$ cat config.mk
export PLATFORM = sky130hd
export DESIGN_NAME = shell_ctl_regs_flat
export DESIGN_NICKNAME = d
export VERILOG_FILES = /design/src/logic/shell_cfg_pkg.sv /design/src/logic/scrb_status_if.sv /design/src/logic/shell_ctl_regs.sv /design/src/flat_wrapper.sv
export SDC_FILE = /design/constraint.sdc
export NUM_CORES = 1
export LEC_CHECK = 0
export BUFFER_PORTS_ARGS = -buffer_cell sky130_fd_sc_hd__buf_2
export CORE_AREA = 2 2 161 163
export DETAILED_ROUTE_END_ITERATION = 8
export DIE_AREA = 0 0 163 165
export GPL_ROUTABILITY_DRIVEN = 0
export PLACE_DENSITY = 0.51
export SLEW_MARGIN = 20
export SYNTH_ARGS = -nofsm -noshare
export SYNTH_HDL_FRONTEND = slang
export SYNTH_SLANG_ARGS = --single-unit
$ cat constraint.sdc
create_clock -name clk -period 1.8 [get_ports clk]
set_clock_uncertainty 0.05 [all_clocks]
set_input_delay 0.27 -clock clk [delete_from_list [all_inputs] [get_ports clk]]
set_output_delay 0.27 -clock clk [all_outputs]
set_load 0.005 [all_outputs]
$ cat src/logic/shell_cfg_pkg.sv
// Register layouts assume a 32-bit shell control bus, exactly four scrubbers and three DDR stat ports

package shell_cfg_pkg;

   // ----------------------------------------
   // Control word and scrubber status
   // ----------------------------------------

   // Bit 31 debug enable, 30:28 debug memory select, 3:0 scrubber enables
   typedef struct packed {
      logic       dbg_en;
      logic [2:0] dbg_sel;
      logic [23:0] rsvd;
      logic       en_c;
      logic       en_d;
      logic       en_b;
      logic       en_a;
   } ctl_word_t;

   localparam int SCRB_ADDR_W = 64;
   localparam int NUM_SCRB    = 4;

   typedef logic [2:0]             scrb_state_t;
   typedef logic [SCRB_ADDR_W-1:0] scrb_addr_t;

   // Fixed fields of the status and ID words
   localparam logic [19:0] STATUS_TAG  = 20'hA1111;
   localparam logic [3:0]  STATUS_MARK = 4'hF;
   localparam logic [31:0] CL_ID0      = 32'hF000_1D0F;
   localparam logic [31:0] CL_ID1      = 32'h1D51_FEDD;

   // ----------------------------------------
   // DDR statistics channels
   // ----------------------------------------
   localparam int NUM_STAT_CH = 3;
   localparam int STAT_STAGES = 4;

   typedef struct packed {
      logic        wr;
      logic        rd;
      logic [7:0]  addr;
      logic [31:0] wdata;
   } stat_req_t;

   typedef struct packed {
      logic        ack;
      logic [7:0]  intr;
      logic [31:0] rdata;
   } stat_ack_t;

endpackage

$ cat src/logic/scrb_status_if.sv
// Plain level signals with no handshake; state, addr and done must be synchronous to clk

`timescale 1ns/100ps

interface scrb_status_if
   import shell_cfg_pkg::*;
();

   logic        enable;
   scrb_state_t state;
   scrb_addr_t  addr;
   logic        done;

   // Register block drives the enable and reads back status
   modport regs (output enable, input state, input addr, input done);

   // External scrubber side
   modport scrubber (input enable, output state, output addr, output done);

endinterface

$ cat src/logic/shell_ctl_regs.sv
// Scrubber status is sampled live and must be synchronous to clk; debug selectors 4 to 7 show A

`timescale 1ns/100ps

module shell_ctl_regs
   import shell_cfg_pkg::*;
(
   input  logic               clk,
   input  logic               sync_rst_n,
   input  ctl_word_t          sh_cl_ctl0,
   input  logic               sh_cl_flr_assert,
   input  logic               sh_cl_ddr_is_ready,
   input  logic [2:0]         lcl_ddr_is_ready,
   scrb_status_if.regs        scrb_a,
   scrb_status_if.regs        scrb_b,
   scrb_status_if.regs        scrb_c,
   scrb_status_if.regs        scrb_d,
   output logic [31:0]        cl_sh_status0,
   output logic [31:0]        cl_sh_id0,
   output logic [31:0]        cl_sh_id1,
   output logic               cl_sh_flr_done
);

   ctl_word_t             ctl_q;
   logic                  ddr_ready_q;
   logic                  flr_assert_q;
   logic [NUM_SCRB-1:0]   ready_vec;
   logic [NUM_SCRB-1:0]   done_vec;
   scrb_addr_t            dbg_addr;

   // ----------------------------------------
   // Control and readiness capture
   // ----------------------------------------
   always_ff @(posedge clk or negedge sync_rst_n)
   begin
      if (!sync_rst_n)
      begin
         ctl_q       <= '0;
         ddr_ready_q <= 1'b0;
      end
      else
      begin
         ctl_q       <= sh_cl_ctl0;
         ddr_ready_q <= sh_cl_ddr_is_ready;
      end
   end

   // Note D sits below C in the control word
   assign scrb_a.enable = ctl_q.en_a;
   assign scrb_b.enable = ctl_q.en_b;
   assign scrb_c.enable = ctl_q.en_c;
   assign scrb_d.enable = ctl_q.en_d;

   // Shell readiness slots in between the local controllers
   assign ready_vec = {lcl_ddr_is_ready[2], ddr_ready_q, lcl_ddr_is_ready[1:0]};
   assign done_vec  = {scrb_c.done, scrb_d.done, scrb_b.done, scrb_a.done};

   // ----------------------------------------
   // FLR responder
   // ----------------------------------------
   always_ff @(posedge clk or negedge sync_rst_n)
   begin
      if (!sync_rst_n)
      begin
         flr_assert_q   <= 1'b0;
         cl_sh_flr_done <= 1'b0;
      end
      else
      begin
         flr_assert_q   <= sh_cl_flr_assert;
         cl_sh_flr_done <= flr_assert_q && !cl_sh_flr_done;
      end
   end

   // ----------------------------------------
   // Status and ID words
   // ----------------------------------------
   always_comb
   begin
      case (ctl_q.dbg_sel)
         3'd3:    dbg_addr = scrb_c.addr;
         3'd2:    dbg_addr = scrb_d.addr;
         3'd1:    dbg_addr = scrb_b.addr;
         default: dbg_addr = scrb_a.addr;
      endcase
   end

   always_ff @(posedge clk or negedge sync_rst_n)
   begin
      if (!sync_rst_n)
      begin
         cl_sh_status0 <= '0;
         cl_sh_id0     <= '0;
         cl_sh_id1     <= '0;
      end
      else if (ctl_q.dbg_en)
      begin
         // Per-scrubber FSM states in nibbles, C highest
         cl_sh_status0 <= {1'b0, scrb_c.state, 1'b0, scrb_d.state,
                           1'b0, scrb_b.state, 1'b0, scrb_a.state,
                           4'h0, STATUS_MARK, done_vec, ready_vec};
         cl_sh_id0     <= dbg_addr[31:0];
         cl_sh_id1     <= dbg_addr[SCRB_ADDR_W-1 -: 32];
      end
      else
      begin
         cl_sh_status0 <= {STATUS_TAG, STATUS_MARK, done_vec, ready_vec};
         cl_sh_id0     <= CL_ID0;
         cl_sh_id1     <= CL_ID1;
      end
   end

   // Held request must give a toggling done, never a level
   flr_done_pulse_a : assert property (@(posedge clk) disable iff (!sync_rst_n)
      cl_sh_flr_done |=> !cl_sh_flr_done)
      else $error("flr_done high on two consecutive cycles");

endmodule

$ cat src/flat_wrapper.sv
// flat-port wrapper written by rule: the top's interface ports become plain ports
module shell_ctl_regs_flat import shell_cfg_pkg::*;
  (clk, sync_rst_n, sh_cl_ctl0, sh_cl_flr_assert, sh_cl_ddr_is_ready, lcl_ddr_is_ready, cl_sh_status0, cl_sh_id0, cl_sh_id1, cl_sh_flr_done, scrb_a_enable, scrb_a_state, scrb_a_addr, scrb_a_done, scrb_b_enable, scrb_b_state, scrb_b_addr, scrb_b_done, scrb_c_enable, scrb_c_state, scrb_c_addr, scrb_c_done, scrb_d_enable, scrb_d_state, scrb_d_addr, scrb_d_done);
  scrb_status_if scrb_a_i ();
  scrb_status_if scrb_b_i ();
  scrb_status_if scrb_c_i ();
  scrb_status_if scrb_d_i ();
  input  logic clk;
  input  logic sync_rst_n;
  input  ctl_word_t sh_cl_ctl0;
  input  logic sh_cl_flr_assert;
  input  logic sh_cl_ddr_is_ready;
  input  logic [2:0] lcl_ddr_is_ready;
  output logic [31:0] cl_sh_status0;
  output logic [31:0] cl_sh_id0;
  output logic [31:0] cl_sh_id1;
  output logic cl_sh_flr_done;
  output wire logic [$bits(scrb_a_i.enable)-1:0] scrb_a_enable;
  input wire logic [$bits(scrb_a_i.state)-1:0] scrb_a_state;
  input wire logic [$bits(scrb_a_i.addr)-1:0] scrb_a_addr;
  input wire logic [$bits(scrb_a_i.done)-1:0] scrb_a_done;
  output wire logic [$bits(scrb_b_i.enable)-1:0] scrb_b_enable;
  input wire logic [$bits(scrb_b_i.state)-1:0] scrb_b_state;
  input wire logic [$bits(scrb_b_i.addr)-1:0] scrb_b_addr;
  input wire logic [$bits(scrb_b_i.done)-1:0] scrb_b_done;
  output wire logic [$bits(scrb_c_i.enable)-1:0] scrb_c_enable;
  input wire logic [$bits(scrb_c_i.state)-1:0] scrb_c_state;
  input wire logic [$bits(scrb_c_i.addr)-1:0] scrb_c_addr;
  input wire logic [$bits(scrb_c_i.done)-1:0] scrb_c_done;
  output wire logic [$bits(scrb_d_i.enable)-1:0] scrb_d_enable;
  input wire logic [$bits(scrb_d_i.state)-1:0] scrb_d_state;
  input wire logic [$bits(scrb_d_i.addr)-1:0] scrb_d_addr;
  input wire logic [$bits(scrb_d_i.done)-1:0] scrb_d_done;
  assign scrb_a_enable = scrb_a_i.enable;
  assign scrb_a_i.state = scrb_a_state;
  assign scrb_a_i.addr = scrb_a_addr;
  assign scrb_a_i.done = scrb_a_done;
  assign scrb_b_enable = scrb_b_i.enable;
  assign scrb_b_i.state = scrb_b_state;
  assign scrb_b_i.addr = scrb_b_addr;
  assign scrb_b_i.done = scrb_b_done;
  assign scrb_c_enable = scrb_c_i.enable;
  assign scrb_c_i.state = scrb_c_state;
  assign scrb_c_i.addr = scrb_c_addr;
  assign scrb_c_i.done = scrb_c_done;
  assign scrb_d_enable = scrb_d_i.enable;
  assign scrb_d_i.state = scrb_d_state;
  assign scrb_d_i.addr = scrb_d_addr;
  assign scrb_d_i.done = scrb_d_done;
  shell_ctl_regs u_core (.clk(clk), .sync_rst_n(sync_rst_n), .sh_cl_ctl0(sh_cl_ctl0), .sh_cl_flr_assert(sh_cl_flr_assert), .sh_cl_ddr_is_ready(sh_cl_ddr_is_ready), .lcl_ddr_is_ready(lcl_ddr_is_ready), .scrb_a(scrb_a_i), .scrb_b(scrb_b_i), .scrb_c(scrb_c_i), .scrb_d(scrb_d_i), .cl_sh_status0(cl_sh_status0), .cl_sh_id0(cl_sh_id0), .cl_sh_id1(cl_sh_id1), .cl_sh_flr_done(cl_sh_flr_done));
endmodule
After elaboration in Yosys (flattened, before gate mapping)
Index checks and enable logic that the tools add are counted.
Widths: inputs -> output; s select.
{ "op_classes": {"muxes": 4, "n_reduce_logical": 2, "n_eq_ne": 3} }
{ "ops": {"columns": ["op", "n"], "rows": [
  ["$pmux 64 s3", 1],
  ["$mux 32", 3],
  ["$eq 3x2->1 const B", 2],
  ["$eq 3x1->1 const B", 1],
  ["$logic_and 1x1->1", 1],
  ["$logic_not 1->1", 1]
]} }
{ "totals": {"wordCells": 21, "ff_bits": 107, "inputBits": 311, "output_inout_bits": 101} }

Depth between registers and ports, before layout
{ "depth": {"ltp_word": 3, "ltp_mapped": 6, "mapped_depth_nobuf": 3} }

Least setup slack after synthesis
OpenSTA, ideal clock, no wires.
{ "synth_path": {"path_kind": "register -> register", "start": "register u_core.ctl_q[29] in the netlist's numbering", "end": "register u_core.cl_sh_id0[13]", "setup_ns": 0.121, "path_slack_ns": 0.445, "path_stages_with_launch": 7, "period_less_slack_ns": 1.355, "t_arrival_ns": 1.184, "cell_sequence": "dfrtp_1 -> buf_6 -> buf_6 -> o21ba_2 -> buf_4 -> o22ai_1 -> nor2_1"} }
{ "synth_between": {"elab_chain_len": 3, "word_cells_on_any_way": 5, "classes_between": "3 x eq/ne; 2 x mux"} }
{ "synth_rtl": {"columns": ["element", "line_no", "rtl"], "rows": [
  ["start, declared", "shell_ctl_regs.sv:24", "ctl_word_t ctl_q;"],
  ["start signal, assigned", "shell_ctl_regs.sv:43", "ctl_q <= sh_cl_ctl0;"],
  ["$eq 3x1->1 or $eq 3x2->1 (tied branches)", "shell_ctl_regs.sv:80", "case (ctl_q.dbg_sel)"],
  ["$pmux 64 s3 *", "shell_ctl_regs.sv:80", null],
  ["$mux 32 *", "shell_ctl_regs.sv:96", "else if (ctl_q.dbg_en)"],
  ["end signal, assigned", "shell_ctl_regs.sv:102", "cl_sh_id0 <= dbg_addr[31:0];"],
  ["end, declared", "shell_ctl_regs.sv:19", "output logic [31:0] cl_sh_id0,"]
]} }
Mark *: on every way between the ends. The rest lies on a longest branch, timed or not.

Final worst setup path
{ "layout_path": {"start": "register u_core.ctl_q[29] in the netlist's numbering", "end": "register u_core.cl_sh_id1[19]"} }
{ "layout_between": {"elab_chain_len": 3, "word_cells_on_any_way": 5, "classes_between": "3 x eq/ne; 2 x mux"} }
{ "layout_rtl": {"columns": ["element", "line_no", "rtl"], "rows": [
  ["$eq 3x1->1 or $eq 3x2->1 (tied branches)", "shell_ctl_regs.sv:80", null],
  ["$pmux 64 s3 *", "shell_ctl_regs.sv:80", null],
  ["$mux 32 *", "shell_ctl_regs.sv:96", null],
  ["end signal, assigned", "shell_ctl_regs.sv:103", "cl_sh_id1 <= dbg_addr[SCRB_ADDR_W-1 -: 32];"],
  ["end, declared", "shell_ctl_regs.sv:20", "output logic [31:0] cl_sh_id1,"]
]} }
Marked as above.

==> out/summary.md <==
At the later pin of the worst-skew pair, clock insertion delay measures 0.35 ns. Broken down by cell family, the worst path's largest delay share belongs to flip-flops. The post-synthesis cell type with the largest combined area is sky130_fd_sc_hd__dfrtp_1. For the number of global-route vias before repair, the log shows 4854.

The switching power summed over all nets is 0.001585 W. The critical path goes through buf_4 -> mux2_2 -> o22ai_1 -> nor2_1. The tools report the worst path required time as 1.98 ns.

Power spread over the standard cell area amounts to 742.0 nW/um^2. The run gives 4842 as the total via count in the routed design. IR analysis of the VDD net gives a maximum drop of 465.5 uV. The height of the chip is 165 um.

Timing would allow up to 601.0 MHz. The run gives 0 as the final number of max-transition violations. Main combinational cell family by area after synthesis: compound AO/OA/AOI/OAI gates. The share of total power dissipated in sequential elements is 42.0%.

Summing the areas of all compound-gate instances in the mapped netlist gives 23.53% of the synthesized area. Path class of the lowest-slack min-delay path: in2reg. After layout, the worst setup slack is 0.1361 ns. Worst-margin pin slew: 0.6357 ns. The tools report the H-tree depth as 3.

After filler insertion, the fill cell instance count of the layout stands at 2666. Number of antenna violations at the first check in global routing: 0. The count of endpoints failing setup in the final report came out at 0. The repair_antennas step left the layout with diodes totalling 0. Number of buffers created by CTS: 9. Category of the most critical setup path: reg2reg. The run gives 97 as the clock sink count. The core region is 25040 sq um. The mean instance size in the synthesized netlist works out to 11.36 sq um.

The worst setup path is launched from a register. In this run the worst path has a maximum fanout of 19. At the end of the flow, the number of nets in the layout was 1127.

Summing all multi-input logic gate instances after layout gives 2090 sq um. The internal power of the cells totals 0.004064 W. By instance count, the leading cell after synthesis is sky130_fd_sc_hd__dfrtp_1.

Once layout is done, the placed cells without fillers occupy 7614 sq um. The tools report the area taken by flip-flops and latches as 2432 sq um. CTS placed an instance of sky130_fd_sc_hd__clkbuf_16 at the clock tree root.

For this run, the share of the core covered by cells in the final layout is 30.41%. The global-route usage over all layers was 13.60%; the multiplexer share of the synthesized area was 14.13%. Port buffering added 381 buffers.

The final critical path takes up 92.44% of the cycle. In the synthesized netlist the async set-or-reset flop fraction comes to 100.0%. The share of total power consumed by net switching was 28.06%; the fraction of synthesized cell area taken by the top area cell type was 50.38%. Portion of total power attributed to the clock network: 37.3%. For the number of detailed-route iterations in the first pass, the log shows 4. For the critical path data arrival time, the log shows 1.85 ns. Summing the areas of all xor and xnor instances in the mapped netlist gives 0% of the synthesized area. The synthesized netlist devotes 0% of its cell area to adder and majority cells. In this run the deepest clock path goes through 2 buffers. The area of the die was 26900 sq um; the routed wire length was 19.17 mm.

After synthesis, flip-flops and latches occupy 50.38% of the total area. Detailed-route wire length per cell: 16.65 um. Cells with a size suffix above 1 make up 58.47% of the layout. The count of unresolved DRC violations after routing came out at 0. The placed wire-length estimate after detailed placement was 14.30 mm.

The master of the slowest instance on the critical path is sky130_fd_sc_hd__dfrtp_4. The wire length of the first global-routing pass came out at 27.45 mm. The buffering stage count on the worst path with inverters included came out at 1. STA classifies the critical path endpoint as a register. Global routing finished with a remaining overflow of 0. The mean number of vias per cell works out to 4.207.

Netlist area before placement: 4818 sq um. The flip-flop and latch count after synthesis is 97. The number of distinct library cells after synthesis was 23. The flow ran to the end, and the final reports show no timing, DRC or antenna violations. For the count of max-cap constraint violations, the log shows 0. The logs give -0.07773 ns for the worst setup slack after placement and 7072 sq um for the area after detailed placement. Relative to the synthesized area, the layout overhead comes to 58.01%. Pin placement for this block handled 412 I/O pins. The worst hold slack was 0.06037 ns; the portion of total power attributed to combinational logic was 20.6%. CTS clock-pin slew for the worst setup and hold paths: 0.07 ns. The most used flip-flop cell after synthesis is sky130_fd_sc_hd__dfrtp_1.

The initial core utilization came out at 19.25%. The final critical-path required period came out at 1.664 ns. The post-route total power is 0.005649 W, and the yosys synthesis warning count is 0.

The tools report the maximum number of pins on one net before global-route repair as 58. Starting DRC count in detailed routing: 189. Yosys mapped a number of flops with a built-in enable equal to 0. Simple-gate share of the synthesized area: 4.544%. The chip width is 163 um.

The count of mapped cells out of synthesis was 424; the highest cell delay on the worst timing path was 0.58 ns. TritonCTS built the clock tree. For the number of standard-cell rows in the floorplan, the log shows 58. The final-report hold violation count was 0; the reported leakage power was 3.781 nW. Setup repair after global routing left no endpoint under its margin. Ranked by total cell area, the synthesized netlist is headed by sky130_fd_sc_hd__dfrtp_1, sky130_fd_sc_hd__mux2_2, sky130_fd_sc_hd__mux2i_1, sky130_fd_sc_hd__a211o_1, sky130_fd_sc_hd__a211oi_1. The headroom to the max-slew limit was 57.50%. The detail route stage leaves a number of antenna-violating nets equal to 0.
## routing by layer
| layer | wire length [um] | GRT usage, % | part of all wire (%) | vias to the layer above |
|---|---|---|---|---|
| met2 | 10110 | 25.08 | 53 | 207 |
| met1 | 7632 | 15.72 | 40 | 2280 |
| met5 | 0 | 0 | 0 | - |
| li1 | - | - | - | 2342 |
| met3 | 1172 | 3.114 | 6.1 | 13 |
| met4 | 253 | 3.821 | 1.3 | 0 |
## cell usage in the layout (no fill, tap or decap)
cell type,n
sky130_fd_sc_hd__dlygate4sd3_1,18
sky130_fd_sc_hd__a211oi_1,32
sky130_fd_sc_hd__a21oi_1,12
sky130_fd_sc_hd__or3b_4,1
sky130_fd_sc_hd__dfrtp_2,1
sky130_fd_sc_hd__a21oi_2,20
sky130_fd_sc_hd__bufinv_16,1
sky130_fd_sc_hd__clkbuf_16,9
sky130_fd_sc_hd__nor2b_1,1
sky130_fd_sc_hd__mux2_1,2
sky130_fd_sc_hd__o22ai_1,32
sky130_fd_sc_hd__and2_1,8
sky130_fd_sc_hd__inv_6,2
sky130_fd_sc_hd__clkinv_8,1
sky130_fd_sc_hd__inv_8,2
sky130_fd_sc_hd__dfrtp_4,1
sky130_fd_sc_hd__nand2b_1,5
sky130_fd_sc_hd__o21bai_4,2
sky130_fd_sc_hd__conb_1,7
sky130_fd_sc_hd__clkinv_4,1
sky130_fd_sc_hd__buf_12,5
sky130_fd_sc_hd__dfrtp_1,95
sky130_fd_sc_hd__a211o_1,32
sky130_fd_sc_hd__inv_1,1
sky130_fd_sc_hd__nor2_1,32
sky130_fd_sc_hd__o21ba_2,1
sky130_fd_sc_hd__mux2i_1,32
sky130_fd_sc_hd__buf_4,23
sky130_fd_sc_hd__buf_2,380
sky130_fd_sc_hd__mux2_2,30
sky130_fd_sc_hd__o21ai_1,32
## cells by family after synthesis
family                 after synthesis
multiplexers                        64
buffers and inverters               52
other                                2
AND/OR/NAND/NOR                     47
flip-flops                          97
AO/OA/AOI/OAI                      162
## cell type report
cell class                 instances  area share (%)
inverter                           1         0.04930
clock inverter                     7           1.249
tap                              330           5.423
timing repair buffer             426           30.93
clock buffer                       9           2.958
sequential                        97           31.95
multi-input combinational        281           27.44
## through the flow
stage,instances,TNS [ns]
floorplan,429,0
global route,1151,0
detailed placement,1113,-1.981
finish,1151,0
global placement,1113,-0.9933
CTS,1148,0
## power by group through the flow
stage | clock network [W] | logic, W | registers [W]
after floorplan | 0 | 0.000486 | 0.00243
after global placement | 0 | 0.00113 | 0.00242
after detailed placement | 0 | 0.00114 | 0.00242
after CTS | 0.00222 | 0.00118 | 0.00238
after global routing | 0.00232 | 0.00128 | 0.00239
final | 0.00211 | 0.00117 | 0.00237
## sequential cells by signal (all words and copies together) (netlist names)
| signal | cells |
|---|---|
| u_core.scrb_b.enable | 1 |
| u_core.scrb_d.enable | 1 |
| u_core.cl_sh_flr_done | 1 |
| u_core.flr_assert_q | 1 |
| u_core.ctl_q | 4 |
| u_core.cl_sh_id1 | 32 |
| u_core.scrb_a.enable | 1 |
| u_core.ddr_ready_q | 1 |
| u_core.cl_sh_id0 | 32 |
| u_core.cl_sh_status0 | 22 |
| u_core.scrb_c.enable | 1 |
## timing repair
action | in CTS | in global routing
hold buffers | 18 | 0
endpoints found under the setup margin | 32 | 13
endpoints found under the hold margin | 34 | 0
resized for setup | 1 | 0
cloned | 1 | 0
pin swaps | 0 | 0
buffers inserted | 0 | 3
## worst paths after layout
check	start	end	slack (ns)	cells past startpoint
setup / recovery	u_core.ctl_q[29]	u_core.cl_sh_id1[19]	0.14	4
hold / removal	scrb_c_state[1]	u_core.cl_sh_status0[29]	0.06	2
setup reg to reg	u_core.ctl_q[29]	u_core.cl_sh_id1[19]	0.14	4
hold reg to reg	u_core.ddr_ready_q	u_core.cl_sh_status0[2]	0.31	0
max in group asynchronous	sync_rst_n	u_core.ctl_q[28]	0.78	3
min in group asynchronous	sync_rst_n	u_core.cl_sh_status0[25]	0.29	2
Power figures use the tool's default switching activity.
